===== config.mk =====
export PLATFORM = sky130hd
export DESIGN_NAME = exe_hazard
export DESIGN_NICKNAME = d
export VERILOG_FILES = /design/src/exe_pkg.sv /design/src/exe_hazard.sv
export SDC_FILE = /design/constraint.sdc
export NUM_CORES = 1
export LEC_CHECK = 0
export BUFFER_PORTS_ARGS = -buffer_cell sky130_fd_sc_hd__buf_2
export CAP_MARGIN = 20
export CORE_AREA = 10 10 47 49
export DETAILED_ROUTE_END_ITERATION = 7
export DIE_AREA = 0 0 57 59
export MAX_ROUTING_LAYER = met4
export SKIP_LAST_GASP = 1
export SYNTH_ARGS = -nofsm -noshare
export SYNTH_HDL_FRONTEND = slang
export SYNTH_SLANG_ARGS = --single-unit

===== constraint.sdc =====
create_clock -name vclk -period 1.1
set_clock_uncertainty 0.05 [all_clocks]
set_input_delay 0.11 -clock vclk [all_inputs]
set_output_delay 0.11 -clock vclk [all_outputs]
set_load 0.02 [all_outputs]

===== src/exe_pkg.sv =====
`default_nettype none

package exe_pkg;

    localparam int XLEN  = 32;
    localparam int REG_W = 5;
    localparam int OP_W  = 4;

    // operation class, picks the unit in slot eu0
    typedef enum logic [1:0] {
        UT_NONE = 2'd0,
        UT_ALU  = 2'd1,
        UT_MUL  = 2'd2,
        UT_BR   = 2'd3
    } uop_type_e;

    typedef enum logic [OP_W-1:0] {
        ADD  = 4'd0,  SUB  = 4'd1,  SLT = 4'd2,  SLTU = 4'd3,
        AND  = 4'd4,  OR   = 4'd5,  XOR = 4'd6,  NOR  = 4'd7,
        SLL  = 4'd8,  SRL  = 4'd9,  SRA = 4'd10
    } alu_op_e;

    // same codes as the decoder's branch field
    typedef enum logic [OP_W-1:0] {
        JIRL = 4'b0011, B    = 4'b0100, BL  = 4'b0101,
        BEQ  = 4'b0110, BNE  = 4'b0111, BLT = 4'b1000,
        BGE  = 4'b1001, BLTU = 4'b1010, BGEU = 4'b1011
    } br_op_e;

    typedef enum logic [OP_W-1:0] {
        MUL_W   = 4'd0,
        MULH_W  = 4'd1,
        MULH_WU = 4'd2
    } mul_op_e;

endpackage

`default_nettype wire


===== src/exe_hazard.sv =====
`timescale 1ns/1ps
`default_nettype none

module exe_hazard (
    input  wire logic                          eu0_en,
    input  wire logic [exe_pkg::REG_W-1:0]     eu0_rj,
    input  wire logic [exe_pkg::REG_W-1:0]     eu0_rk,
    input  wire logic                          eu1_en,
    input  wire logic [exe_pkg::REG_W-1:0]     eu1_rj,
    input  wire logic [exe_pkg::REG_W-1:0]     eu1_rk,
    input  wire logic                          mid_mul_en,
    input  wire logic [exe_pkg::REG_W-1:0]     mid_mul_rd,
    output logic                               stall
);

    logic live;
    logic hit0;
    logic hit1;

    // multiply result only reaches the bypass from the output register
    assign live  = mid_mul_en && (mid_mul_rd != '0);
    assign hit0  = eu0_en && (eu0_rj == mid_mul_rd || eu0_rk == mid_mul_rd);
    assign hit1  = eu1_en && (eu1_rj == mid_mul_rd || eu1_rk == mid_mul_rd);
    assign stall = live && (hit0 || hit1);

    always_comb begin
        a_stall_has_user: assert (!stall || eu0_en || eu1_en)
            else $error("stall without an incoming operation");
    end

endmodule

`default_nettype wire


==> metrics <==
first-pass GRT wire length=approximately 1600 microns; status=finished, violations left; CORE AREA=~1400 sq um; critical path's slowest cell=or4_1; RSZ-0062 raised after global routing=true; cell taking the most area after synthesis=xnor2_1; Initial Utilization=0.196; Slew headroom=0.877; number of DRC markers in iteration 0=1; CP Max Fanout=5; Post-Syn Area per Cell=7.21 sq um; drc violations=0; post-DR vias/cell=4.21; total routed wirelength=1080 microns; die extent in x=57 microns; Synth Cell Area=~270 sq um; WS Path Type=input port to primary output; pre-CTS setup slack=-0.190 ns; IO Pins=29; CP Capture Type=primary output; vias=around 340; die height=around 60 microns; Commonest cells post-synth=12 x xnor2_1, 8 x xor2_1, 4 x buf_2, 4 x nand3_1, 4 x nor3_1; crit-path max cell delay=~0.53 ns; final slew viol count=0; initial antenna violation count=0; most instantiated library cell after synthesis=xnor2_1; CP startpoint kind=input port; Final nets=95; minimum clock period=1.24 ns; Max-Cap Viols=0; pwr dens=385 nW/um^2; Arr. time, crit path=between 1 and 1.5 ns; ANT cells=0; FP Rows=14; worst path bufs/invs=2; post-route ant nets=0; CP cell instances=buf_8 -> or4_1 -> o21ai_2 -> a21oi_2 -> buf_6; Seq Cell Count=0; hold_buf cts=0; number of failing hold endpoints at the final stage=0; Post-Syn Nets=66; failing checks=setup timing; wire per inst=13.3 microns; synth top area cells=xnor2_1 38%, xor2_1 26%, buf_2 7.3%; DR pass1 iterations=3; vias in the first global route=372; Die Area=roughly 3400 sq um; Synth top area share=0.384; sequential standard cell area=0 sq um; Total GRT Usage=0.0547; largest net degree at the start of global routing=6; Final period util=1.13; Yosys warnings=0; Netlist cell types=10; peak supply drop=approximately 190 uV; PortBufs=29; Core Util, Final=0.421; fmax=between 800 and 900 MHz; WP data required=~0.94 ns; # setup viols final=1; Worst Hold Class=input port to primary output; Syn-to-layout area delta=115%; leakage power=around 0.00028 uW; routability cong.=0.736; Syn Inst Count=38; PnR worst setup slack=-0.142 ns; cell family with most CP delay=simple AND/OR/NAND/NOR gates; clkbuf count=0; global route overflow=0; share of cells above drive strength 1=0.785; Least-Margin Pin Slew=approximately 0.18 ns; share of the yosys chip area belonging to registers=0
==> repair_timing <==
item                                    CTS  global route
pin swaps                                 2            12
resized for setup                         9            23
endpoints found under the setup margin    1             1
setup buffers                             2             0
endpoints found under the hold margin     0             0
==> through the flow <==
stage / hold slack, ns / TNS [ns] / instances / area (sq um) / power (uW)
after global routing: 0.518 / -0.185 / 81 / 589 / 246
final: 0.492 / -0.142 / 81 / 589 / 227
after detailed placement: 0.539 / -0.190 / 79 / 419 / 153
after floorplan: 0.315 / -0.0246 / 38 / 288 / 98.2
after global placement: 0.539 / -0.203 / 79 / 419 / 150
after CTS: 0.544 / -0.126 / 81 / 462 / 169
==> worst paths after layout <==
path	start	cells past startpoint	slack (ns)	to
setup / recovery	mid_mul_rd[1]	5	-0.14	stall
hold / removal	mid_mul_en	4	0.49	stall
==> final cells by class <==
type / instances / area [sq um]
tap: 16 / 20.0
fill: 155 / 812
timing repair buffer: 32 / 209
multi-input combinational: 33 / 360
==> metal layers <==
layer  wire, microns  global-route usage  vias up  part of all wire
met4               0                   0        0                 0
met2             497              0.0884       20              0.46
met1             507              0.0725      144              0.47
li1                -                   -      177                 -
met5               0                   -        -                 0
met3              75              0.0107        0             0.069
==> kinds of logic after synthesis <==
family | Yosys count | synth area share
XOR/XNOR | 20 | 0.639
AND/OR/NAND/NOR | 9 | 0.174
buffers and inverters | 5 | 0.114
AO/OA/AOI/OAI | 4 | 0.0730
==> power by group <==
group	switching (uW)	leakage, uW	internal [uW]	total (uW)
Combinational	94.8	0.000277	132	227
Clock	0	0	0	0
Sequential	0	0	0	0
Total	94.8	0.000277	132	227
==> tightest hold or removal path: cells and delay by family <==
| family | cells | cell delay (ns) |
|---|---|---|
| AOI/OAI and AO/OA | 2 | 0.10 |
| buffers and inverters | 2 | 0.23 |
==> layout by cell type (no fill, tap or decap) <==
cell type  instances
buf_2             23
buf_6              3
nand3_1            1
nand3_2            3
xnor2_1            2
o21ai_2            1
nor3_2             4
or4_1              1
o21ai_1            2
a21oi_2            1
buf_4              4
xnor2_2           10
buf_8              2
xor2_1             8
Note: power is estimated with default switching activity, not from simulation.
