**src/exe_pkg.sv**
```systemverilog
`default_nettype none

package exe_pkg;

    localparam int XLEN  = 32;
    localparam int REG_W = 5;
    localparam int OP_W  = 4;

    // operation class, picks the unit in slot eu0
    typedef enum logic [1:0] {
        UT_NONE = 2'd0,
        UT_ALU  = 2'd1,
        UT_MUL  = 2'd2,
        UT_BR   = 2'd3
    } uop_type_e;

    typedef enum logic [OP_W-1:0] {
        ADD  = 4'd0,  SUB  = 4'd1,  SLT = 4'd2,  SLTU = 4'd3,
        AND  = 4'd4,  OR   = 4'd5,  XOR = 4'd6,  NOR  = 4'd7,
        SLL  = 4'd8,  SRL  = 4'd9,  SRA = 4'd10
    } alu_op_e;

    // same codes as the decoder's branch field
    typedef enum logic [OP_W-1:0] {
        JIRL = 4'b0011, B    = 4'b0100, BL  = 4'b0101,
        BEQ  = 4'b0110, BNE  = 4'b0111, BLT = 4'b1000,
        BGE  = 4'b1001, BLTU = 4'b1010, BGEU = 4'b1011
    } br_op_e;

    typedef enum logic [OP_W-1:0] {
        MUL_W   = 4'd0,
        MULH_W  = 4'd1,
        MULH_WU = 4'd2
    } mul_op_e;

endpackage

`default_nettype wire

```
**src/exe_branch.sv**
```systemverilog
`timescale 1ns/1ps
`default_nettype none

module exe_branch (
    input  wire logic                          en,
    input  var  exe_pkg::br_op_e               op,
    input  wire logic [exe_pkg::XLEN-1:0]      pc,
    input  wire logic [exe_pkg::XLEN-1:0]      pc_next,
    input  wire logic [exe_pkg::XLEN-1:0]      imm,
    input  wire logic [exe_pkg::REG_W-1:0]     rd,
    input  wire logic [exe_pkg::XLEN-1:0]      src0,
    input  wire logic [exe_pkg::XLEN-1:0]      src1,
    output logic                               link_en,
    output logic [exe_pkg::REG_W-1:0]          link_rd,
    output logic [exe_pkg::XLEN-1:0]           link_data,
    output logic                               valid,
    output logic                               taken,
    output logic [exe_pkg::XLEN-1:0]           target,
    output logic                               flush
);

    logic                     cond;
    logic                     is_link;
    logic [exe_pkg::XLEN-1:0] pc_seq;
    logic [exe_pkg::XLEN-1:0] dest;
    logic [exe_pkg::XLEN-1:0] next_pc;

    always_comb begin
        case (op)
            exe_pkg::JIRL, exe_pkg::B, exe_pkg::BL: cond = 1'b1;
            exe_pkg::BEQ:  cond = src0 == src1;
            exe_pkg::BNE:  cond = src0 != src1;
            exe_pkg::BLT:  cond = $signed(src0) < $signed(src1);
            exe_pkg::BGE:  cond = $signed(src0) >= $signed(src1);
            exe_pkg::BLTU: cond = src0 < src1;
            exe_pkg::BGEU: cond = src0 >= src1;
            default:       cond = 1'b0;
        endcase
    end

    assign is_link = (op == exe_pkg::BL) || (op == exe_pkg::JIRL);
    assign pc_seq  = pc + 4;
    // jirl is register relative, the rest pc relative
    assign dest    = ((op == exe_pkg::JIRL) ? src0 : pc) + imm;
    assign next_pc = cond ? dest : pc_seq;

    assign valid  = en;
    assign taken  = en && cond;
    assign target = en ? dest : '0;
    assign flush  = en && (next_pc != pc_next);

    assign link_en   = en && is_link;
    assign link_rd   = link_en ? rd : '0;
    assign link_data = link_en ? pc_seq : '0;

endmodule

`default_nettype wire

```
**config.mk**
```make
export PLATFORM = sky130hd
export DESIGN_NAME = exe_branch
export DESIGN_NICKNAME = d
export VERILOG_FILES = /design/src/exe_pkg.sv /design/src/exe_branch.sv
export SDC_FILE = /design/constraint.sdc
export NUM_CORES = 1
export LEC_CHECK = 0
export ABC_AREA = 1
export BUFFER_PORTS_ARGS = -buffer_cell sky130_fd_sc_hd__clkbuf_2
export CAP_MARGIN = 20
export CORE_ASPECT_RATIO = 2
export CORE_MARGIN = 2
export CORE_UTILIZATION = 55
export DETAILED_ROUTE_END_ITERATION = 12
export PLACE_DENSITY = 0.91
export SKIP_LAST_GASP = 1
export SYNTH_ARGS = -nofsm -noshare
export SYNTH_HDL_FRONTEND = slang
export SYNTH_SLANG_ARGS = --single-unit
export TNS_END_PERCENT = 50
```
**constraint.sdc**
```tcl
create_clock -name vclk -period 6.6
set_clock_uncertainty 0.15 [all_clocks]
set_input_delay 0.33 -clock vclk [all_inputs]
set_output_delay 0.33 -clock vclk [all_outputs]
set_load 0.01 [all_outputs]
```
==> results.cfg <==
[final_layout]
register_area_um2 = 0
area_growth_pct = 22.28
diodes = 0
fill_cells = 1048
layout-drive-gt1-share = 0.1946
fin_nets = 1568
nClkBuffers = 0
nFlopsAndLatches = 0

[setup_path]
cp_slowest_cell = a21oi_1
cp.required_ns = 6.12
crit_family = simple AND/OR/NAND/NOR gates
cp_max_fo = 38
crit_buf_inv = 4
endpoint_kind = primary output
critPathLaunchType = input port
path_cells = clkbuf_2 -> nand2_1 -> nor3_4 -> buf_4 -> o21ai_0 -> ha_1 -> a21oi_1 -> o21ai_0 -> inv_1 -> o21ai_0 -> a211oi_1 -> nand3_1 -> nand2_1 -> nand2_1 -> nand3b_1 -> nand2_1 -> nor2_1 -> nand2_1 -> nor2_1 -> nand2_1 -> nor2_1 -> nor2_1 -> clkbuf_2
cp.arrival_ns = 4.61
crit_type = input port to primary output
max_stage_delay_ns = 0.56
cpMostUsedCell = nand2_1

[timing]
fmax_ghz = 0.1965
timing.hold.ws_ns = 0.7562
fin_crit_sh = 0.7712
slew_headroom = 0.5050
rsz0062_at_grt = no
hold_viol = 0
tns_ns = 0
drv_slew = 0
setup_viol_count_final = 0
tightest_slew_ns = 0.7357
min_period_ns = 5.090

[die]
core_um2 = 10080
boundaryPins = 243
start_util = 0.5592
die-area_um2 = 11130
die_w_um = 75.60
row_count = 52
die_h_um = 147.2

[grt]
grt_pass1_vias = 8133
gr-usage-met3 = 0.1433
grt_use_met1 = 0.4883
grt_pass1_wl_um = 40710
grt_use_total = 0.4876
grt_max_degree = 44
busiest_layer = met2
overflow = 0
grtUsageMet2 = 0.7878
antenna_found_initial = 0

[drt]
first_pass_iters = 8
drt-initial-drc-count = 693
drc = 0
wl_per_cell_um = 18.32
routed_via_density = 5.723
vias = 8390
antenna_left = 0
drt-total-wl_um = 26860

[place]
numPortBuffers = 243
hpwlAfterDp_um = 22600
place.gp.congestion = 1.099

[clock_tree]
cts_setup_buffers = 0
ctsHoldBuffers = 0
cts_resized = 0

[logic_synthesis]
yosysMostFrequentCell = nand2_1
avgSynthCellArea_um2 = 5.076
synth.largest_area_cell = nand2_1
syn-num-nets = 1346
synthCells = 1111
ys_warn_count = 0
ys_types = 39
synthTopCellsByArea = nand2_1 23%, ha_1 14%, inv_1 11%
seq_area_frac_synth = 0
yosys-top-cells-count = 349 x nand2_1, 168 x inv_1, 154 x nor2_1, 93 x nand3_1, 64 x ha_1
synthesis.area_um2 = 5639
synth_top_area_share = 0.2323

[hold_path]
hold_class = input port to primary output

[job]
maxCapViolations = 0

[outcome]
outcome = finished clean

[power]
p_leak_nw = 4.210
power_density_nw_per_um2 = 98.83
ir_worst_vdd_mv = 0.04878
layout by cell type, fill, tap and decap left out, types with 7 or more instances in the layout:
master,count
clkbuf_2,243
xnor2_1,12
nor4_1,11
a21o_1,7
nand3_1,93
inv_1,168
ha_1,64
nand4_1,10
nand3b_1,30
a21oi_1,51
nor2_1,154
xor2_1,36
nand2_1,349
o21ai_0,48
nor3_1,20
final timing paths:
path  startpoint  slack (ns)  depth (start not counted)  endpoint
max        op[0]        1.51                         23     flush
min           en        0.76                          2     valid
through the flow:
| step | std cells | total power [W] | setup slack (ns) | util | cell area (um^2) |
|---|---|---|---|---|---|
| after floorplan | 1111 | 0.0004186 | 2.870 | - | 5639 |
| after global routing | 1466 | 0.0007461 | 1.023 | 0.6837 | 6895 |
| after global placement | 1466 | 0.0006390 | 1.874 | 0.6837 | 6895 |
| after CTS | 1466 | 0.0006495 | 1.757 | 0.6837 | 6895 |
| after detailed placement | 1466 | 0.0006472 | 1.768 | 0.6837 | 6895 |
| final | 1466 | 0.0006815 | 1.510 | 0.6837 | 6895 |
logic make-up after synthesis:
kind of cell	count (synthesis)	synth area share
adder cells (fa/ha/maj)	65	0.1456
AND/OR/NAND/NOR	677	0.5194
multiplexers	1	0.001775
XOR/XNOR	48	0.07455
buffers and inverters	198	0.1407
AO/OA/AOI/OAI	122	0.1180
final cells by class:
class                      instances  area, um^2  share of cell area
inverter                         173       649.4             0.09418
multi-input combinational        913        4846              0.7028
tap                              135       168.9             0.02450
timing repair buffer             245        1231              0.1786
power breakdown:
part / internal [W] / leakage, nW / switching (W)
clock network: 0 / 0 / 0
logic: 0.000231 / 4.21 / 0.000451
registers: 0 / 0 / 0
total: 0.000231 / 4.21 / 0.000451
metal layers:
layer | routed length, um | up-vias
met2 | 12600 | 572
met3 | 2788 | 201
met1 | 8391 | 3629
met4 | 3082 | 0
li1 | - | 3988
met5 | 0 | -
No activity file was read; power rests on OpenSTA's default activity.
