[config.mk]
export PLATFORM = sky130hd
export DESIGN_NAME = exe_mul
export DESIGN_NICKNAME = d
export VERILOG_FILES = /design/src/exe_pkg.sv /design/src/exe_mul.sv
export SDC_FILE = /design/constraint.sdc
export NUM_CORES = 2
export LEC_CHECK = 0
export BUFFER_PORTS_ARGS = -buffer_cell sky130_fd_sc_hd__buf_2
export CAP_MARGIN = 20
export CELL_PAD_IN_SITES_DETAIL_PLACEMENT = 2
export CELL_PAD_IN_SITES_GLOBAL_PLACEMENT = 2
export CORE_MARGIN = 3
export CORE_UTILIZATION = 42
export CTS_CLUSTER_DIAMETER = 80
export CTS_CLUSTER_SIZE = 12
export DETAILED_ROUTE_END_ITERATION = 16
export PLACE_DENSITY = 0.89
export RECOVER_POWER = 100
export SYNTH_ARGS = -nofsm -noshare
export SYNTH_HDL_FRONTEND = slang
export SYNTH_SLANG_ARGS = --single-unit
export TNS_END_PERCENT = 30
[constraint.sdc]
create_clock -name clk -period 10.2 [get_ports clk]
set_clock_uncertainty 0.05 [all_clocks]
set_input_delay 2.04 -clock clk [delete_from_list [all_inputs] [get_ports clk]]
set_output_delay 2.04 -clock clk [all_outputs]
set_load 0.02 [all_outputs]
[src/exe_pkg.sv]
`default_nettype none

package exe_pkg;

    localparam int XLEN  = 32;
    localparam int REG_W = 5;
    localparam int OP_W  = 4;

    // operation class, picks the unit in slot eu0
    typedef enum logic [1:0] {
        UT_NONE = 2'd0,
        UT_ALU  = 2'd1,
        UT_MUL  = 2'd2,
        UT_BR   = 2'd3
    } uop_type_e;

    typedef enum logic [OP_W-1:0] {
        ADD  = 4'd0,  SUB  = 4'd1,  SLT = 4'd2,  SLTU = 4'd3,
        AND  = 4'd4,  OR   = 4'd5,  XOR = 4'd6,  NOR  = 4'd7,
        SLL  = 4'd8,  SRL  = 4'd9,  SRA = 4'd10
    } alu_op_e;

    // same codes as the decoder's branch field
    typedef enum logic [OP_W-1:0] {
        JIRL = 4'b0011, B    = 4'b0100, BL  = 4'b0101,
        BEQ  = 4'b0110, BNE  = 4'b0111, BLT = 4'b1000,
        BGE  = 4'b1001, BLTU = 4'b1010, BGEU = 4'b1011
    } br_op_e;

    typedef enum logic [OP_W-1:0] {
        MUL_W   = 4'd0,
        MULH_W  = 4'd1,
        MULH_WU = 4'd2
    } mul_op_e;

endpackage

`default_nettype wire

[src/exe_mul.sv]
`timescale 1ns/1ps
`default_nettype none

module exe_mul (
    input  wire logic                          clk,
    input  wire logic                          rstn,
    input  wire logic                          stall,
    input  wire logic                          en,
    input  var  exe_pkg::mul_op_e              op,
    input  wire logic [exe_pkg::REG_W-1:0]     rd,
    input  wire logic [exe_pkg::XLEN-1:0]      src0,
    input  wire logic [exe_pkg::XLEN-1:0]      src1,
    output logic                               en_out,
    output logic [exe_pkg::REG_W-1:0]          rd_out,
    output logic [exe_pkg::XLEN-1:0]           result
);

    logic               ext0;
    logic               ext1;
    logic signed [16:0] a_lo, a_hi;
    logic signed [16:0] b_lo, b_hi;
    logic signed [33:0] pp_ll, pp_lh, pp_hl, pp_hh;
    logic signed [33:0] r_ll, r_lh, r_hl, r_hh;
    logic               r_en;
    logic               r_high;
    logic [exe_pkg::REG_W-1:0] r_rd;
    logic signed [63:0] prod;

    // upper halves carry the sign only for mulh.w
    assign ext0 = (op == exe_pkg::MULH_W) && src0[exe_pkg::XLEN-1];
    assign ext1 = (op == exe_pkg::MULH_W) && src1[exe_pkg::XLEN-1];
    assign a_lo = {1'b0, src0[15:0]};
    assign a_hi = {ext0, src0[31:16]};
    assign b_lo = {1'b0, src1[15:0]};
    assign b_hi = {ext1, src1[31:16]};

    assign pp_ll = a_lo * b_lo;
    assign pp_lh = a_lo * b_hi;
    assign pp_hl = a_hi * b_lo;
    assign pp_hh = a_hi * b_hi;

    always_ff @(posedge clk) begin
        if (!rstn || stall) begin
            r_en   <= 1'b0;
            r_high <= 1'b0;
            r_rd   <= '0;
            r_ll   <= '0;
            r_lh   <= '0;
            r_hl   <= '0;
            r_hh   <= '0;
        end else begin
            r_en   <= en;
            r_high <= op != exe_pkg::MUL_W;
            r_rd   <= rd;
            r_ll   <= pp_ll;
            r_lh   <= pp_lh;
            r_hl   <= pp_hl;
            r_hh   <= pp_hh;
        end
    end

    // second stage
    assign prod = 64'(r_ll) + (64'(r_lh) <<< 16) + (64'(r_hl) <<< 16) + (64'(r_hh) <<< 32);

    assign en_out = r_en;
    assign rd_out = r_en ? r_rd : '0;
    assign result = !r_en ? '0 : (r_high ? prod[63:32] : prod[31:0]);

    a_mul_accepted: assert property (
        @(posedge clk) disable iff (!rstn) en_out |-> $past(en && !stall)
    ) else $error("multiply result without an accepted multiply");

endmodule

`default_nettype wire

==> impl_metrics.env <==
export IMPL_outcome="finished with violations"
export IMPL_violations="capacitance limit, slew limit"
export IMPL_synth_edf_count=0
export IMPL_cts_tree="yes"
export IMPL_setup_violations=0
export IMPL_initial_core_util_pct=42.62
export IMPL_drc=0
export IMPL_final_hold_viol_count=0
export IMPL_async_reset_ff_share_pct=0
export IMPL_postCtsHoldBufs=0
export IMPL_drv_cap=2
export IMPL_rsz0062_at_grt="no"
export IMPL_finalCriticalPeriod_ns=9.893
export IMPL_crit_required_ns=10.34
export IMPL_critPathKind="input port to register"
export IMPL_ys_flop_type="dfxtp_1"
export IMPL_drive_gt1_share_pct=3.916
export IMPL_globalplace_congestion=0.9004
export IMPL_ioPinCount=115
export IMPL_postCtsSetupBuffers=0
export IMPL_tns_ns=0
export IMPL_clk_pin_slew_ns=0.07
export IMPL_whs_path_depth=2
export IMPL_wire_per_inst_um=36.66
export IMPL_synth_fp_nets=6678
export IMPL_maxSlewViolCount=112
export IMPL_hp_class="input port to register"
export IMPL_cp_max_fo=18
export IMPL_synth_cell_area_um2=45950
export IMPL_cts_sinks=139
export IMPL_area_growth_pct=5.108
export IMPL_yosysSeqAreaShare_pct=6.056
export IMPL_ctsLongestPathBuffers=2
export IMPL_grt_pass1_vias=49460
export IMPL_wl_um=238800
export IMPL_layout_common_cells="1136 x inv_1, 1012 x fa_1, 651 x nand2_1"
export IMPL_min_to="en_out"
export IMPL_ant_nets=0
export IMPL_overflow=0
export IMPL_grtUsageMet2_pct=68.91
export IMPL_via_count=41080
export IMPL_synth_seq_cells=139
export IMPL_row_count=120
export IMPL_die_height_um=336.8
export IMPL_antenna_found_initial=15
export IMPL_drt_pre_antenna_iters=8
export IMPL_cts_root_buf="clkbuf_16"
export IMPL_place_hpwl_um=166900
export IMPL_grt_pass1_wl_um=347300
export IMPL_hold_start="en"
export IMPL_synth_cells=5141
export IMPL_start_kind="input port"
export IMPL_gr_max_usage_layer="met2"
export IMPL_track_usage_pct=42.49
export IMPL_first_iter_violations=4047
export IMPL_max_clock_freq_ghz=0.1011
export IMPL_ctsHtreeMaxLevel=4
export IMPL_relSlewSlack_pct=-137.9
export IMPL_grt_max_degree=59
export IMPL_syn_avg_cell_area_um2=8.938
export IMPL_grtUsageMet1_pct=45.77
export IMPL_viasPerCell=6.306
export IMPL_numCtsBuffers=17
export IMPL_final_common_cell="inv_1"
export IMPL_die_area_um2=113400
export IMPL_fin_crit_sh_pct=96.99
export IMPL_ctsResizeCount=0
export IMPL_tightest_slew_ns=3.568
export IMPL_io_buffers=114
export IMPL_synth_cell_types=83
export IMPL_end_kind="register"
export IMPL_crit_arrival_ns=10.03
export IMPL_nets=6631
export IMPL_coreArea_um2=107800
export IMPL_grtUsageMet3_pct=12.36
export IMPL_synth_warnings=0
export IMPL_fp_dieW_um=336.8
sequential cells by signal, summed over array words and instances (netlist names):
register and count:
r_hl 34, r_lh 34, r_hh 32, r_ll 32
r_rd 5, en_out 1, r_high 1
layout make-up:
class                           instances  area, µm²
Sequential cell                       139       2784
Fill cell                           11680      59510
Clock buffer                           19      452.9
Antenna cell                            4      10.01
Tap cell                             1403       1755
Clock inverter                         13      143.9
Inverter                             1136       4264
Timing Repair Buffer                  165      928.4
Multi-Input combinational cell       3635      37960
synth_stat cells (4+ instances only):
cell type  count  share of area, %
inv_1       1136               9.3
fa_1        1012                44
nand2_1      651               5.3
and2_1       503               6.8
ha_1         448                12
clkbuf_1     227               1.9
nor2_1       175               1.4
dfxtp_1      139               6.1
a21oi_1      113               1.2
o21ai_0       78              0.85
xnor2_1       76               1.4
a21o_1        64               1.0
xor2_1        56               1.1
nor3_1        52              0.57
and3_1        32              0.44
a211oi_1      30              0.49
o21a_1        27              0.44
nand3_1       21              0.23
nand2b_1      19              0.26
nand4_1       19              0.26
nor2b_1       18              0.25
or2_2         18              0.25
mux2i_1       17              0.37
o211ai_1      14              0.23
or3_1         14              0.19
o21bai_1      13              0.21
nor3b_1       12              0.20
a31oi_1       11              0.15
nand3b_1       9              0.15
a211o_1        8              0.15
o31ai_1        8              0.13
nor4_1         7             0.095
a21boi_0       6             0.098
o2111ai_1      6              0.11
o21ai_1        6             0.065
o31a_1         6              0.11
o22ai_1        5             0.068
or4_1          5             0.082
a21oi_2        4             0.076
a311o_1        4             0.087
and4_1         4             0.076
buf_1          4             0.033
o41ai_1        4             0.076
worst max-delay path by stage:
stage / cells past startpoint / startpoint / endpoint / slack [ns]
floorplan: 22 / op[3] / r_hl[28] / 1.70
global placement: 24 / op[3] / r_lh[33] / 1.27
detailed placement: 23 / op[3] / r_hh[31] / 0.71
CTS: 25 / op[3] / r_hh[28] / 0.82
global route: 24 / src1[2] / r_ll[31] / 0.30
finish: 24 / src1[18] / r_hh[31] / 0.31
worst max-delay path, stage by stage:
cell and delay (ns):
buf_2 0.53, buf_4 0.42, nand2_1 0.14, fa_1 0.56, inv_1 0.10, fa_1 0.62, inv_1 0.09, fa_1 0.53
inv_1 0.11, fa_1 0.80, inv_1 0.19, fa_1 0.56, inv_1 0.08, fa_1 0.46, ha_1 0.41, nand4_1 0.14
a211oi_1 0.24, a221o_1 0.31, nor2_1 0.15, o31ai_2 0.51, a211oi_1 0.22, o31ai_1 0.46, xnor2_1 0.19, nor2_1 0.09
routing by layer:
metal | wire (µm) | vias to the layer above
li1 | - | 15350
met1 | 80350 | 21220
met2 | 111100 | 3022
met3 | 22720 | 1482
met4 | 24570 | 10
met5 | 67 | -
metrics by stage:
| step | util, % | hold slack, ns | cells | instance area, µm² | setup slack (ns) |
|---|---|---|---|---|---|
| 2_1_floorplan | - | 2.110 | 5141 | 45950 | 1.699 |
| 3_3_place_gp | 44.35 | 2.188 | 6477 | 47810 | 1.268 |
| 3_5_place_dp | 44.35 | 2.197 | 6477 | 47810 | 0.7125 |
| 4_1_cts | 44.90 | 1.693 | 6509 | 48400 | 0.8247 |
| 5_1_grt | 44.79 | 1.702 | 6511 | 48290 | 0.3008 |
| 6_report | 44.80 | 1.711 | 6514 | 48300 | 0.3065 |
logic make-up after synthesis:
kind of cell / Yosys count / share of synthesized area [%]
buf+inv: 1367 / 11.17
flops: 139 / 6.056
fa+ha+maj: 1460 / 56.29
xor+xnor: 132 / 2.516
compound gates: 455 / 6.750
simple gates: 1571 / 16.85
mux: 17 / 0.3703
Power is not shown: default switching activity piles up to over one toggle a cycle in this logic, so the estimate is an artifact.
