File: src/exe_pkg.sv
`default_nettype none

package exe_pkg;

    localparam int XLEN  = 32;
    localparam int REG_W = 5;
    localparam int OP_W  = 4;

    // operation class, picks the unit in slot eu0
    typedef enum logic [1:0] {
        UT_NONE = 2'd0,
        UT_ALU  = 2'd1,
        UT_MUL  = 2'd2,
        UT_BR   = 2'd3
    } uop_type_e;

    typedef enum logic [OP_W-1:0] {
        ADD  = 4'd0,  SUB  = 4'd1,  SLT = 4'd2,  SLTU = 4'd3,
        AND  = 4'd4,  OR   = 4'd5,  XOR = 4'd6,  NOR  = 4'd7,
        SLL  = 4'd8,  SRL  = 4'd9,  SRA = 4'd10
    } alu_op_e;

    // same codes as the decoder's branch field
    typedef enum logic [OP_W-1:0] {
        JIRL = 4'b0011, B    = 4'b0100, BL  = 4'b0101,
        BEQ  = 4'b0110, BNE  = 4'b0111, BLT = 4'b1000,
        BGE  = 4'b1001, BLTU = 4'b1010, BGEU = 4'b1011
    } br_op_e;

    typedef enum logic [OP_W-1:0] {
        MUL_W   = 4'd0,
        MULH_W  = 4'd1,
        MULH_WU = 4'd2
    } mul_op_e;

endpackage

`default_nettype wire

File: src/exe_alu.sv
`timescale 1ns/1ps
`default_nettype none

module exe_alu (
    input  wire logic                          en,
    input  var  exe_pkg::alu_op_e              op,
    input  wire logic [exe_pkg::REG_W-1:0]     rd,
    input  wire logic [exe_pkg::XLEN-1:0]      src0,
    input  wire logic [exe_pkg::XLEN-1:0]      src1,
    output logic                               en_out,
    output logic [exe_pkg::REG_W-1:0]          rd_out,
    output logic [exe_pkg::XLEN-1:0]           result
);

    logic [exe_pkg::XLEN-1:0] res;
    logic [4:0]               shamt;

    assign shamt = src1[4:0];

    always_comb begin
        res = '0;
        case (op)
            exe_pkg::ADD:  res = src0 + src1;
            exe_pkg::SUB:  res = src0 - src1;
            exe_pkg::SLT:  res[0] = $signed(src0) < $signed(src1);
            exe_pkg::SLTU: res[0] = src0 < src1;
            exe_pkg::AND:  res = src0 & src1;
            exe_pkg::OR:   res = src0 | src1;
            exe_pkg::XOR:  res = src0 ^ src1;
            exe_pkg::NOR:  res = ~(src0 | src1);
            exe_pkg::SLL:  res = src0 << shamt;
            exe_pkg::SRL:  res = src0 >> shamt;
            exe_pkg::SRA:  res = $unsigned($signed(src0) >>> shamt);
            default:       res = '0;
        endcase
    end

    // idle unit drives zeros so results can be OR merged
    assign en_out = en;
    assign rd_out = en ? rd : '0;
    assign result = en ? res : '0;

endmodule

`default_nettype wire

File: config.mk
export PLATFORM = sky130hd
export DESIGN_NAME = exe_alu
export DESIGN_NICKNAME = d
export VERILOG_FILES = /design/src/exe_pkg.sv /design/src/exe_alu.sv
export SDC_FILE = /design/constraint.sdc
export NUM_CORES = 1
export LEC_CHECK = 0
export BUFFER_PORTS_ARGS = -buffer_cell sky130_fd_sc_hd__buf_2
export CAP_MARGIN = 25
export CORE_MARGIN = 2
export CORE_UTILIZATION = 45
export DETAILED_ROUTE_END_ITERATION = 12
export PLACE_DENSITY = 0.6
export SYNTH_ARGS = -nofsm -noshare
export SYNTH_HDL_FRONTEND = slang
export SYNTH_SLANG_ARGS = --single-unit
File: constraint.sdc
create_clock -name vclk -period 4.2
set_clock_uncertainty 0.1 [all_clocks]
set_input_delay 0.42 -clock vclk [all_inputs]
set_output_delay 0.42 -clock vclk [all_outputs]
set_load 0.01 [all_outputs]
==> impl_metrics.json, run 1 <==
{
  "io_buffers": 112,
  "vias": 11500,
  "report.final.slew_viol_count": 0,
  "fp-row-count": 51,
  "final_nets": 1673,
  "critPathSlowestCell": "fa_1",
  "multiInputGateArea_um2": 8240,
  "crit_chain": "buf_2, ha_1, fa_1, a21o_1, o2bb2ai_1, o21ai_1, a311o_1, o211ai_1, a31oi_1, o21ai_0, buf_4, xnor2_1, nand2_1, a21oi_1, buf_2",
  "fill_cells": 2136,
  "syn_to_final_growth_pct": 13.4,
  "power_frac_clock_pct": 0,
  "ios": 112,
  "numSequentialCells": 0,
  "outcome": "completed",
  "power.switching_uw": 914,
  "crit_type": "input port to output port",
  "holdCritPathClass": "input port to output port",
  "power_density_nw_per_um2": 142,
  "worst_pin_slew_ns": 0.823,
  "fmax_mhz": 247,
  "critPathLaunchType": "input port",
  "ir_drop_v": 0.000149,
  "path_buf_inv": 3,
  "yosys_warnings": 0,
  "clockBufferCount": 0,
  "p_sw_share_pct": 62.4,
  "seq_area_frac_synth_pct": 0,
  "relSlewSlack_pct": 44.7,
  "grt_pass1_wl_um": 64900,
  "hold_viol": 0,
  "grt_pass1_vias": 10600,
  "combPwrFrac_pct": 100.0,
  "crit_top_cell": "buf_2",
  "syn_area_um2": 9080,
  "diodes": 0,
  "drive_gt1_share_pct": 18.3,
  "dp_hpwl_um": 34500,
  "die_w_um": 146,
  "p_int_uw": 550,
  "drt_first_pass_iters": 5,
  "ys_types": 78,
  "regArea_um2": 0,
  "rsz0062_at_grt": "no",
  "setup_tns_ns": 0,
  "drcViolationCount": 0,
  "synth.avg_cell_area_um2": 6.47,
  "dr.first_iter.drc_count": 1290,
  "post_cts_resized": 0,
  "power_frac_seq_pct": 0,
  "cpPeakStageDelay_ns": 0.39,
  "cts_hold_buffers": 0,
  "drt_wl_total_um": 42700,
  "postPlaceCellArea_um2": 10200,
  "cp.arrival_ns": 3.53,
  "crit_fanout": 6,
  "worstPathRequired_ns": 3.68,
  "syn_nets": 1577,
  "track_usage_pct": 38.7,
  "core_um2": 19700,
  "cts_setup_buffers": 0,
  "dieArea_um2": 21300,
  "grt_antenna_before_repair": 0,
  "start_util_pct": 46.2,
  "ant_nets": 0,
  "grt.overflow.total": 0,
  "gp_congestion": 1.06,
  "wl_per_cell_um": 24.2,
  "cp_top_family": "compound AO/OA/AOI/OAI gates",
  "die_y_um": 146,
  "finalCritPeriodShare_pct": 96.4,
  "setup_viol": 0,
  "viasPerCell": 6.50,
  "p_leak_nw": 4.62,
  "final_cell_mix": "nor2_1 (179), a21oi_1 (151), o21ai_0 (147)",
  "fin_crit_ns": 4.05,
  "final_common_cell": "nor2_1",
  "postSynthCellCount": 1403,
  "grt_max_degree": 120,
  "stdcell_area_um2": 10300,
  "end_kind": "output port",
  "drv_cap": 0
}
==> synthesized netlist by cell type (6+ instances only) <==
library cell  instances  area, um2
mux2_2                8       90.1
xnor2_1              33        289
nor2b_1               6       37.5
o211ai_1              9       67.6
mux4_2               32        721
a22oi_1              11       82.6
a21o_1               15        113
o31ai_1              14        105
o21bai_1             12       90.1
nand4_1              10       62.6
mux2i_1              70        701
inv_1               101        379
a221oi_1             20        175
nor3_1               32        160
buf_2                32        160
o22ai_1              16        100
a21oi_1             152        761
nor2_1              179        672
nor4_1               12       75.1
o21ai_0             148        741
nand2_1             123        462
o21a_1                7       52.6
ha_1                 98       1230
or3_1                10       62.6
and2_1                9       56.3
nand2b_1             10       62.6
buf_1                 8       30.0
a211o_1              10       87.6
nand3_1              12       60.1
a31oi_1              20        125
clkbuf_1             62        233
a211oi_1             21        158
o221ai_1             10       87.6
==> stage by stage <==
stage	setup WS (ns)	power [mW]	hold WS, ns	std cells	utilization [%]
floorplan	0.108	0.912	0.832	1403	-
global route	0.00406	1.57	1.03	1762	52.4
detailed placement	0.0885	1.41	1.02	1762	52.1
CTS	0.0595	1.42	1.02	1762	52.1
global placement	0.0832	1.41	1.02	1762	52.1
finish	0.153	1.46	1.02	1762	52.4
==> kinds of logic (layout without fill, tap and decap cells) <==
logic type	count (synthesis)	after routing	synth area share (%)
AO/OA/AOI/OAI	517	517	35.4
XOR/XNOR	37	37	3.57
adder cells (fa/ha/maj)	100	100	13.9
buffers and inverters	219	313	10.0
multiplexers	110	110	16.6
AND/OR/NAND/NOR	420	420	20.4
==> power by group through the flow <==
stage / sequential (mW) / combinational [mW] / clock [mW]
floorplan: 0 / 0.912 / 0
global placement: 0 / 1.41 / 0
detailed placement: 0 / 1.41 / 0
CTS: 0 / 1.42 / 0
global route: 0 / 1.57 / 0
finish: 0 / 1.46 / 0
==> path summary, 6_finish.rpt <==
path / startpoint / end / depth (start not counted)
hold / removal: en / en_out / 2
setup / recovery: src0[0] / result[26] / 15
==> final cells by class <==
type               count  area share [%]
multi-input cells   1184            80.1
well taps            265            3.22
repair buffers       205            12.8
inverters            108            3.96
==> metal layers <==
layer | part of all wire (%) | up-vias | global-route usage [%]
met5 | 0 | - | 0
met4 | 7.1 | 0 | 21.7
met3 | 8.5 | 119 | 3.81
met2 | 44 | 651 | 60.5
met1 | 41 | 5367 | 52.2
li1 | - | 5315 | -
Note: power is estimated with default switching activity, not from simulation.
==> run 2, diff against run 1 <==
--- a/config.mk
+++ b/config.mk
@@ -5,6 +5,7 @@
 export SDC_FILE = /design/constraint.sdc
 export NUM_CORES = 1
 export LEC_CHECK = 0
+export ABC_AREA = 1
 export BUFFER_PORTS_ARGS = -buffer_cell sky130_fd_sc_hd__buf_2
 export CAP_MARGIN = 25
 export CORE_MARGIN = 2
==> impl_metrics.json, run 2 <==
{
  "drt_wl_total_um": 52100,
  "rsz0062_at_grt": "no",
  "final_common_cell": "nand2_1",
  "regArea_um2": 0,
  "outcome": "completed",
  "ant_nets": 0,
  "synth_top_area_cell": "nand2_1",
  "syn_nets": 2330,
  "relSlewSlack_pct": 41.2,
  "syn_area_um2": 10500,
  "hold_viol": 0,
  "gp_congestion": 1.01,
  "core_um2": 22700,
  "holdCritPathClass": "input port to output port",
  "io_buffers": 112,
  "final_cell_mix": "nand2_1 (757), nand3_1 (365), inv_1 (274)",
  "track_usage_pct": 41.2,
  "synth.avg_cell_area_um2": 4.85,
  "crit_type": "input port to output port",
  "fp-row-count": 55,
  "diodes": 0,
  "drv_cap": 0,
  "seq_area_frac_synth_pct": 0,
  "fin_ws_ns": 0.437,
  "grt.overflow.total": 0,
  "syn_to_final_growth_pct": 4.99,
  "synth_top_area_share_pct": 27.2,
  "post_cts_resized": 0,
  "die_y_um": 156,
  "critPathLaunchType": "input port",
  "worst_pin_slew_ns": 0.881,
  "power.total_mw": 1.40,
  "synth.top_cells.by_count": "nand2_1 (757), nand3_1 (365), inv_1 (275), nor2_1 (178), ha_1 (98)",
  "fmax_mhz": 266,
  "finalCritPeriodShare_pct": 89.6,
  "postPlaceCellArea_um2": 11000,
  "numSequentialCells": 0,
  "dieArea_um2": 24500,
  "clockBufferCount": 0,
  "power_density_nw_per_um2": 128,
  "die_w_um": 156,
  "vias": 14700,
  "grt_pass1_wl_um": 77000,
  "drive_gt1_share_pct": 7.54,
  "dr.first_iter.drc_count": 1929,
  "cts_hold_buffers": 0,
  "grt_max_degree": 70,
  "end_kind": "output port",
  "fin_crit_ns": 3.76,
  "report.final.slew_viol_count": 0,
  "ir_drop_v": 0.0000554,
  "yosysMostFrequentCell": "nand2_1",
  "ys_types": 47,
  "p_leak_nw": 6.32,
  "grt_antenna_before_repair": 0,
  "final_nets": 2364,
  "cp.arrival_ns": 3.24,
  "postSynthCellCount": 2156,
  "crit_fanout": 38,
  "final_util_pct": 48.4,
  "drcViolationCount": 0,
  "dp_hpwl_um": 42500,
  "drt_first_pass_iters": 7,
  "setup_tns_ns": 0,
  "ios": 112,
  "wl_per_cell_um": 21.1,
  "grt_pass1_vias": 13200,
  "worstPathRequired_ns": 3.68,
  "synth_top_cells_by_area": "nand2_1 (27%), nand3_1 (17%), ha_1 (12%)",
  "viasPerCell": 5.96,
  "yosys_warnings": 0,
  "stdcell_area_um2": 11000,
  "setup_viol": 0,
  "dp_slack_ns": 0.566,
  "start_util_pct": 46.1,
  "cts_setup_buffers": 0
}
[run 2: final cells by class]
type,instances,area [um2]
tap,285,357
inverter,288,1080
timing repair buffer,129,701
multi-input combinational,1771,8850
fill,2710,11700
[run 2: cell families after synthesis]
family / Yosys count / share of synthesized area [%]
mux: 1 / 0.0957
compound gates: 270 / 14.7
fa+ha+maj: 100 / 12.1
simple gates: 1400 / 57.7
buf+inv: 385 / 15.5
[run 2: critical path: stages]
cell	delay, ns
buf_2	0.62
ha_1	0.43
fa_1	0.30
nand3_1	0.09
nand2_1	0.19
nand2_1	0.10
nand2_1	0.12
nand3_1	0.08
nand2_1	0.13
nand2_1	0.07
nand2_1	0.07
nand2_1	0.05
nand2_1	0.06
nor2_1	0.04
nor2_1	0.22
nor2_1	0.06
buf_2	0.17
[run 2: report_power, final]
part | internal (mW) | leakage, nW | switching, mW
Sequential | 0 | 0 | 0
Clock | 0 | 0 | 0
Combinational | 0.395 | 6.32 | 1.01
Total | 0.395 | 6.32 | 1.01
[run 2: path summary, 6_finish.rpt]
path,from,endpoint,slack [ns],cells past startpoint
worst min-delay path,rd[2],rd_out[2],1.01,4
worst max-delay path,src1[0],result[24],0.44,17
[run 2: per-stage QoR]
step                instances  hold WS, ns
finish                   2473         1.01
global route             2473         1.03
CTS                      2473         1.01
detailed placement       2473         1.01
global placement         2473         1.00
floorplan                2156        0.832
[run 2: layer usage]
layer	vias to the layer above	global-route usage [%]	part of all wire (%)	routed length [um]
met3	172	4.51	10	5390
met4	0	17.7	5.4	2800
met1	6649	55.4	41	21100
met5	-	0	0	0
met2	871	66.6	44	22800
li1	7047	-	-	-
