$ cat src/exe_pkg.sv
`default_nettype none

package exe_pkg;

    localparam int XLEN  = 32;
    localparam int REG_W = 5;
    localparam int OP_W  = 4;

    // operation class, picks the unit in slot eu0
    typedef enum logic [1:0] {
        UT_NONE = 2'd0,
        UT_ALU  = 2'd1,
        UT_MUL  = 2'd2,
        UT_BR   = 2'd3
    } uop_type_e;

    typedef enum logic [OP_W-1:0] {
        ADD  = 4'd0,  SUB  = 4'd1,  SLT = 4'd2,  SLTU = 4'd3,
        AND  = 4'd4,  OR   = 4'd5,  XOR = 4'd6,  NOR  = 4'd7,
        SLL  = 4'd8,  SRL  = 4'd9,  SRA = 4'd10
    } alu_op_e;

    // same codes as the decoder's branch field
    typedef enum logic [OP_W-1:0] {
        JIRL = 4'b0011, B    = 4'b0100, BL  = 4'b0101,
        BEQ  = 4'b0110, BNE  = 4'b0111, BLT = 4'b1000,
        BGE  = 4'b1001, BLTU = 4'b1010, BGEU = 4'b1011
    } br_op_e;

    typedef enum logic [OP_W-1:0] {
        MUL_W   = 4'd0,
        MULH_W  = 4'd1,
        MULH_WU = 4'd2
    } mul_op_e;

endpackage

`default_nettype wire

$ cat src/exe_forward.sv
`timescale 1ns/1ps
`default_nettype none

module exe_forward (
    input  wire logic [exe_pkg::REG_W-1:0]     eu0_rj,
    input  wire logic [exe_pkg::REG_W-1:0]     eu0_rk,
    input  wire logic [exe_pkg::REG_W-1:0]     eu1_rj,
    input  wire logic [exe_pkg::REG_W-1:0]     eu1_rk,
    input  wire logic [exe_pkg::XLEN-1:0]      data00,
    input  wire logic [exe_pkg::XLEN-1:0]      data01,
    input  wire logic [exe_pkg::XLEN-1:0]      data10,
    input  wire logic [exe_pkg::XLEN-1:0]      data11,
    input  wire logic                          mid_en0,
    input  wire logic [exe_pkg::REG_W-1:0]     mid_rd0,
    input  wire logic [exe_pkg::XLEN-1:0]      mid_data0,
    input  wire logic                          mid_en1,
    input  wire logic [exe_pkg::REG_W-1:0]     mid_rd1,
    input  wire logic [exe_pkg::XLEN-1:0]      mid_data1,
    input  wire logic                          out_en0,
    input  wire logic [exe_pkg::REG_W-1:0]     out_rd0,
    input  wire logic [exe_pkg::XLEN-1:0]      out_data0,
    input  wire logic                          out_en1,
    input  wire logic [exe_pkg::REG_W-1:0]     out_rd1,
    input  wire logic [exe_pkg::XLEN-1:0]      out_data1,
    output logic [exe_pkg::XLEN-1:0]           eu0_src0,
    output logic [exe_pkg::XLEN-1:0]           eu0_src1,
    output logic [exe_pkg::XLEN-1:0]           eu1_src0,
    output logic [exe_pkg::XLEN-1:0]           eu1_src1
);

    // youngest producer first, r0 always from the register file
    function automatic logic [exe_pkg::XLEN-1:0] pick(
        input logic [exe_pkg::REG_W-1:0] addr,
        input logic [exe_pkg::XLEN-1:0]  rf_val
    );
        logic [exe_pkg::XLEN-1:0] val;
        if (addr == '0)
            val = rf_val;
        else if (mid_en1 && mid_rd1 == addr)
            val = mid_data1;
        else if (mid_en0 && mid_rd0 == addr)
            val = mid_data0;
        else if (out_en1 && out_rd1 == addr)
            val = out_data1;
        else if (out_en0 && out_rd0 == addr)
            val = out_data0;
        else
            val = rf_val;
        return val;
    endfunction

    always_comb begin
        eu0_src0 = pick(eu0_rj, data00);
        eu0_src1 = pick(eu0_rk, data01);
        eu1_src0 = pick(eu1_rj, data10);
        eu1_src1 = pick(eu1_rk, data11);
    end

    always_comb begin
        a_addr_known: assert (!$isunknown({eu0_rj, eu0_rk, eu1_rj, eu1_rk}))
            else $error("unknown source address at the bypass");
    end

endmodule

`default_nettype wire

$ cat config.mk
export PLATFORM = sky130hd
export DESIGN_NAME = exe_forward
export DESIGN_NICKNAME = d
export VERILOG_FILES = /design/src/exe_pkg.sv /design/src/exe_forward.sv
export SDC_FILE = /design/constraint.sdc
export NUM_CORES = 1
export LEC_CHECK = 0
export CORE_AREA = 2 2 166 168
export DETAILED_ROUTE_END_ITERATION = 16
export DIE_AREA = 0 0 168 170
export DONT_BUFFER_PORTS = 1
export PLACE_DENSITY_LB_ADDON = 0.05
export SYNTH_ARGS = -nofsm -noshare
export SYNTH_HDL_FRONTEND = slang
export SYNTH_SLANG_ARGS = --single-unit
$ cat constraint.sdc
create_clock -name vclk -period 4.7
set_input_delay 1.175 -clock vclk [all_inputs]
set_output_delay 1.175 -clock vclk [all_outputs]
set_load 0.01 [all_outputs]
==> impl_metrics.json, run 1 <==
{
  "grt_pass1_vias": 11910,
  "synthesis.yosys.warnings": 0,
  "finalWeightedCongestion": 0.9251,
  "combPwrFrac_pct": 100.0,
  "synth_top_family_by_area": "compound AO/OA/AOI/OAI gates",
  "nets": 1626,
  "finalCritPeriodShare_pct": 91.58,
  "intPower_w": 0.0003516,
  "maxSlewHeadroom_pct": 51.90,
  "overflow": 0,
  "post_drt_wl_per_cell_um": 34.53,
  "globalRouteTotalUtil_pct": 37.58,
  "synth_fa_ha_area_share_pct": 0,
  "min_from": "mid_data0[5]",
  "path_class": "in -> out",
  "antenna_found_initial": 3,
  "path_delay_family": "compound AO/OA/AOI/OAI gates",
  "seqPwrFrac_pct": 0,
  "drt_iter0_markers": 1852,
  "ios": 428,
  "cts_setup_buffers": 0,
  "fmax_ghz": 0.2323,
  "setup_tns_ns": 0,
  "syn-cell-area_um2": 8622,
  "hold-path-cell-count": 2,
  "synth_cell_types": 39,
  "die-area_um2": 28560,
  "slew_viol_final": 0,
  "cp.arrival_ns": 3.13,
  "drt.antenna.violating_nets": 0,
  "min_to": "eu0_src1[5]",
  "slowest_stage": "o311ai_1",
  "path_buf_inv": 2,
  "via_per_inst": 7.457,
  "yosys.area_share.simple_pct": 33.25,
  "status": "finished, final reports clean",
  "n_fill_cell": 2992,
  "die_w_um": 168,
  "endpoint_kind": "primary output",
  "p_sw_share_pct": 63.90,
  "setup_ws_ns": 0.3956,
  "syn_inst": 1391,
  "drc": 0,
  "dp_slack_ns": 0.4748,
  "layout_common_cells": "a21oi_1 (255), and3_1 (129), o22ai_1 (128)",
  "hold_path_class": "in -> out",
  "setup_viol_count_final": 0,
  "synth_compound_area_share_pct": 48.67,
  "muxShareOfSynthArea_pct": 0,
  "initial_utilization_pct": 32.35,
  "die_h_um": 170,
  "syn2layout_area_growth_pct": 9.592,
  "holdBufCountCts": 0,
  "p_per_area_nw_per_um2": 103.1,
  "num_vias": 12430,
  "fin_crit_ns": 4.304,
  "final_common_cell": "a21oi_1",
  "ir_drop_mv": 0.05176,
  "synth-xor-area-share_pct": 8.228,
  "seq_cells": 0,
  "grt_pass1_wl_um": 81650,
  "cts_resized": 0,
  "crit_required_ns": 3.52,
  "cpPeakStageDelay_ns": 0.65,
  "coreArea_um2": 26650,
  "rows": 60,
  "cp_cell_sequence": "xor2_1 > nor4_4 > buf_12 > a21boi_0 > o311ai_1 > a21oi_1 > buf_4",
  "worst-path-max-fanout": 64,
  "grt_max_degree": 65,
  "routed_wl_um": 57560,
  "synth_nets": 1691,
  "final.clkbuf_count": 0,
  "portBuffers": 0,
  "yosysSeqAreaShare_pct": 0,
  "p_switching_w": 0.0006224,
  "final_hold_viol_count": 0,
  "leakagePower_nw": 3.207,
  "drive_gt1_share_pct": 12.54,
  "tightest_slew_ns": 0.7201,
  "startpoint_type": "primary input",
  "syn_area_per_cell_um2": 6.198,
  "max_cap_viol_count": 0,
  "regArea_um2": 0,
  "hpwl_um": 39910,
  "firstDrtPassIters": 7,
  "p_clk_share_pct": 0,
  "rsz0062_at_grt": "false"
}
[power by group through the flow]
stage | sequential, W | combinational [W] | clock [W]
floorplan | 0 | 0.000625 | 0
global placement | 0 | 0.000948 | 0
detailed placement | 0 | 0.000946 | 0
CTS | 0 | 0.000950 | 0
global route | 0 | 0.00102 | 0.0000000000287
finish | 0 | 0.000974 | 0.0000000000575
[through the flow]
step,hold slack [ns],total power (W),area [um2],utilization [%],instances
after floorplan,2.550,0.0006254,8622,-,1391
after global placement,2.557,0.0009477,9444,35.44,1665
after detailed placement,2.558,0.0009463,9444,35.44,1665
after CTS,2.558,0.0009496,9444,35.44,1665
after global routing,2.568,0.001018,9447,35.45,1666
final,2.559,0.0009739,9449,35.46,1667
[routing by layer]
| layer | share of wire [%] | routed length, um | GRT usage (%) |
|---|---|---|---|
| met2 | 46 | 26250 | 62.43 |
| met4 | 3.9 | 2269 | 13.46 |
| met3 | 12 | 6709 | 8.791 |
| met5 | 0.023 | 13 | 0 |
| met1 | 39 | 22320 | 47.50 |
[cell type report]
cell class	instances	area [um2]	area share, %
multi-input combinational	1199	7941	84.04
timing repair buffer	125	1076	11.39
tap	341	426.7	4.515
antenna	2	5.005	0.05297
[synth_stat cells (all sizes together)]
cell type  number  share of area, %
or4             3              0.30
o21ai           3              0.22
xor2           64               6.5
and3          136               9.9
nor4           10               1.6
nand3b         94               8.2
nand4           3              0.39
a21oi         255                15
a41o            1              0.12
xnor2          17               1.7
clkbuf        127               5.7
nor3           37               2.3
a21boi        127                11
o22ai         128               9.3
a31o            1              0.10
nor2           41               1.8
o311ai        127                13
and2            6              0.44
nor2b           1             0.073
a211oi          1             0.087
nand2b         63               4.6
nand2          67               2.9
buf            65               4.2
nand3          10              0.58
o2111ai         1              0.10
or2             1             0.073
or3             2              0.15
[worst max path at each step]
stage                         to  depth (start not counted)        from  slack [ns]
floorplan            eu0_src1[0]                          8   eu0_rk[2]        0.84
global placement    eu1_src0[15]                          7  mid_rd0[3]        0.42
detailed placement  eu1_src0[15]                          7  mid_rd0[3]        0.47
CTS                 eu1_src0[15]                          7  mid_rd0[3]        0.46
global route        eu1_src1[16]                          7  out_rd0[0]        0.29
finish               eu0_src0[4]                          7   eu0_rj[3]        0.40
[kinds of logic (layout without fill, tap and decap cells)]
family / after synthesis / after routing
XOR/XNOR: 81 / 81
AO/OA/AOI/OAI: 644 / 644
buffers and inverters: 192 / 125
other: 0 / 2
AND/OR/NAND/NOR: 474 / 474
Power figures use the tool's default switching activity.
==> run 2: changes to the inputs <==
==> constraint.sdc (replaced) <==
create_clock -name vclk -period 4.2
set_input_delay 1.05 -clock vclk [all_inputs]
set_output_delay 1.05 -clock vclk [all_outputs]
set_load 0.01 [all_outputs]
==> run 2 against run 1 <==
Compared with the run above: first-iteration DRC count shrank 6.6%; die area is the same; total power grew 14%; via count is essentially flat; final area grew 0.79%; clock-buffer cell count is the same; non-clock buffer count grew 7; critical path depth is the same; setup slack lost 0.36 ns; largest cell class unchanged; largest power group unchanged; highest routed layer is now met4.
==> impl_metrics.json, run 2 (synthesis gave the netlist of run 1 again) <==
{
  "status": "finished, final reports clean",
  "cts_resized": 0,
  "rows": 60,
  "slowest_stage": "nor4_1",
  "final_common_cell": "a21oi_1",
  "globalRouteTotalUtil_pct": 37.74,
  "final_hold_viol_count": 0,
  "dp_slack_ns": 0.1332,
  "n_fill_cell": 2989,
  "path_class": "in -> out",
  "via_per_inst": 7.424,
  "setup_ws_ns": 0.03499,
  "drive_gt1_share_pct": 13.00,
  "grt_pass1_wl_um": 82200,
  "fmax_ghz": 0.2401,
  "crit_required_ns": 3.15,
  "drt.antenna.violating_nets": 0,
  "fin_crit_ns": 4.165,
  "cpPeakStageDelay_ns": 0.70,
  "num_vias": 12420,
  "nets": 1633,
  "die_h_um": 170,
  "ir_drop_mv": 0.05330,
  "die-area_um2": 28560,
  "maxSlewHeadroom_pct": 17.26,
  "startpoint_type": "primary input",
  "finish.utilization_pct": 35.74,
  "setup_tns_ns": 0,
  "cts_setup_buffers": 0,
  "grt_pass1_vias": 12180,
  "path_buf_inv": 2,
  "hold_path_class": "in -> out",
  "final.clkbuf_count": 0,
  "worst-path-max-fanout": 16,
  "hpwl_um": 38580,
  "cp.arrival_ns": 3.12,
  "portBuffers": 0,
  "coreArea_um2": 26650,
  "drt_iter0_markers": 1730,
  "post_drt_wl_per_cell_um": 34.21,
  "initial_utilization_pct": 32.35,
  "p_per_area_nw_per_um2": 116.2,
  "regArea_um2": 0,
  "holdBufCountCts": 0,
  "die_w_um": 168,
  "drc": 0,
  "ios": 428,
  "grt_max_degree": 65,
  "path_delay_family": "simple AND/OR/NAND/NOR gates",
  "rsz0062_at_grt": "false",
  "antenna_found_initial": 1,
  "tightest_slew_ns": 1.236,
  "max_cap_viol_count": 0,
  "leakagePower_nw": 3.246,
  "slew_viol_final": 0,
  "overflow": 0,
  "seq_cells": 0,
  "cp_cell_sequence": "xor2_1 > nor4_1 > and3_2 > buf_4 > a21oi_1 > a21oi_1 > buf_4",
  "finalCritPeriodShare_pct": 99.17,
  "routed_wl_um": 57230,
  "finalWeightedCongestion": 0.8994,
  "firstDrtPassIters": 6,
  "endpoint_kind": "primary output",
  "layout_common_cells": "a21oi_1 (255), and3_1 (129), o22ai_1 (128)",
  "setup_viol_count_final": 0,
  "syn2layout_area_growth_pct": 10.46
}
run 2: cell types whose count changed in the layout (fill, tap and decap cells not counted):
cell,before,now
buf_12,11,13
buf_4,114,119
diode_2,2,1
run 2: path summary, 6_finish.rpt:
kind	from	depth (start not counted)	to	slack, ns
worst max-delay path	mid_rd0[3]	7	eu1_src0[6]	0.03
worst min-delay path	mid_data0[3]	2	eu0_src1[3]	2.31
run 2: layer usage:
metal / GRT usage [%] / up-vias / part of all wire, %
met5: 0 / - / 0
met4: 13.65 / 0 / 4.1
met3: 9.884 / 185 / 12
met2: 61.53 / 1004 / 45
met1: 47.94 / 6000 / 39
li1: - / 5231 / -
run 2: metrics by stage:
stage	hold slack (ns)	power, W	cell area (um2)	std cells
2_1_floorplan	2.300	0.0006999	8622	1391
3_3_place_gp	2.307	0.001079	9522	1672
3_5_place_dp	2.308	0.001074	9522	1672
4_1_cts	2.308	0.001078	9522	1672
5_1_grt	2.320	0.001161	9522	1672
6_report	2.308	0.001106	9524	1673
run 2: final cells by class:
class | count | area [um2] | area share [%]
Multi-Input combinational cell | 1199 | 7941 | 83.38
Tap cell | 341 | 426.7 | 4.480
Timing Repair Buffer | 132 | 1154 | 12.11
Antenna cell | 1 | 2.502 | 0.02627
run 2: power by group:
group | switching, W | total, W | internal [W]
clock | 0 | 0.0000000000319 | 0.0000000000319
combinational | 0.000699 | 0.00111 | 0.000408
sequential | 0 | 0 | 0
==> run 3: changes to the inputs <==
--- a/config.mk
+++ b/config.mk
@@ -9,7 +9,6 @@
 export DETAILED_ROUTE_END_ITERATION = 16
 export DIE_AREA = 0 0 168 170
 export DONT_BUFFER_PORTS = 1
-export PLACE_DENSITY_LB_ADDON = 0.05
 export SYNTH_ARGS = -nofsm -noshare
 export SYNTH_HDL_FRONTEND = slang
 export SYNTH_SLANG_ARGS = --single-unit
==> run 3 against run 2 <==
Compared with the run above: setup slack improved by 0.14 ns; die area stayed put; total power is 2.0% higher; critical path depth down 1; first-iteration DRC count rose by 54%.
==> impl_metrics.json, run 3 (synthesis gave the netlist of run 1 again) <==
{
  "layout_common_cells": "a21oi_1 (255), buf_4 (136), and3_1 (128), o22ai_1 (128), a21boi_0 (125)",
  "grt_pass1_vias": 12840,
  "finalWeightedCongestion": 0.9916,
  "cts_setup_buffers": 0,
  "drive_gt1_share_pct": 13.92,
  "hold_path_class": "in -> out",
  "cp_cell_sequence": "xor2_1 > nor4_1 > and3_2 > a21oi_1 > a21oi_1 > buf_4",
  "die_w_um": 168,
  "cp.arrival_ns": 2.97,
  "globalRouteTotalUtil_pct": 36.77,
  "slowest_stage": "and3_2",
  "final.clkbuf_count": 0,
  "cts_resized": 0,
  "cp_common_cell": "a21oi_1",
  "drt_iter0_markers": 2663,
  "die-area_um2": 28560,
  "fin_crit_ns": 4.022,
  "path_class": "in -> out",
  "antenna_found_initial": 3,
  "via_per_inst": 7.971,
  "drt.antenna.violating_nets": 0,
  "grt_pass1_wl_um": 80770,
  "syn2layout_area_growth_pct": 10.84,
  "num_vias": 13440,
  "final_hold_viol_count": 0,
  "cpPeakStageDelay_ns": 0.64,
  "setup_viol_count_final": 0,
  "regArea_um2": 0,
  "final_common_cell": "a21oi_1",
  "maxSlewHeadroom_pct": 46.52,
  "rsz0062_at_grt": "false",
  "initial_utilization_pct": 32.35,
  "tightest_slew_ns": 0.8009,
  "leakagePower_nw": 3.291,
  "routed_wl_um": 56990,
  "status": "finished, final reports clean",
  "finalCritPeriodShare_pct": 95.77,
  "worst-path-max-fanout": 11,
  "ios": 428,
  "coreArea_um2": 26650,
  "holdWs_ns": 2.311,
  "portBuffers": 0,
  "startpoint_type": "primary input",
  "grt_max_degree": 65,
  "rows": 60,
  "fmax_ghz": 0.2486,
  "ir_drop_mv": 0.07693,
  "place_inst": 1684,
  "p_per_area_nw_per_um2": 118.1,
  "die_h_um": 170,
  "drc": 0,
  "endpoint_kind": "primary output",
  "hpwl_um": 38810,
  "post_drt_wl_per_cell_um": 33.80,
  "max_cap_viol_count": 0,
  "slew_viol_final": 0,
  "crit_required_ns": 3.15,
  "setup_tns_ns": 0,
  "fin_cells": 1686,
  "nets": 1645,
  "overflow": 0,
  "holdBufCountCts": 0,
  "firstDrtPassIters": 10,
  "seq_cells": 0
}
run 3: changes by cell type in the layout (fill, tap and decap cells not counted), sizes merged:
cell | before | now
diode | 1 | 2
buf | 132 | 144
run 3: worst paths after layout:
| kind | from | endpoint | cells after the start |
|---|---|---|---|
| max | eu0_rj[1] | eu0_src0[7] | 6 |
| min | mid_data0[1] | eu0_src1[1] | 2 |
run 3: area by class of cell:
| type | count | area, um2 |
|---|---|---|
| multi-input combinational | 1199 | 7944 |
| antenna | 2 | 5.005 |
| timing repair buffer | 144 | 1181 |
| fill | 2869 | 17090 |
| tap | 341 | 426.7 |
run 3: worst max-delay path: cells and delay by family:
family | cells | cell delay (ns)
compound gates | 2 | 0.55
buf+inv | 1 | 0.20
xor+xnor | 1 | 0.14
simple gates | 2 | 1.02
run 3: power by group:
group / switching (W) / total [W] / leakage, nW / internal [W]
clock: 0 / 0.0000000000639 / 0.0000127 / 0.0000000000639
combinational: 0.000720 / 0.00113 / 3.29 / 0.000408
sequential: 0 / 0 / 0 / 0
total: 0.000720 / 0.00113 / 3.29 / 0.000408
run 3: per-stage QoR:
stage	setup slack [ns]	cell area, um2	util (%)	total power (W)
after floorplan	0.5909	8622	-	0.0006999
after global placement	0.2885	9552	35.84	0.001050
after detailed placement	0.3141	9552	35.84	0.001063
after CTS	0.3030	9552	35.84	0.001067
after global routing	0.1612	9557	35.86	0.001160
final	0.1777	9557	35.86	0.001128
run 3: metal layers:
metal / up-vias / share of wire, % / GRT usage (%)
met5: - / 0.023 / 0
met4: 2 / 7.5 / 20.34
met3: 453 / 16 / 13.33
met2: 1586 / 41 / 57.04
met1: 6132 / 35 / 44.13
li1: 5266 / - / -
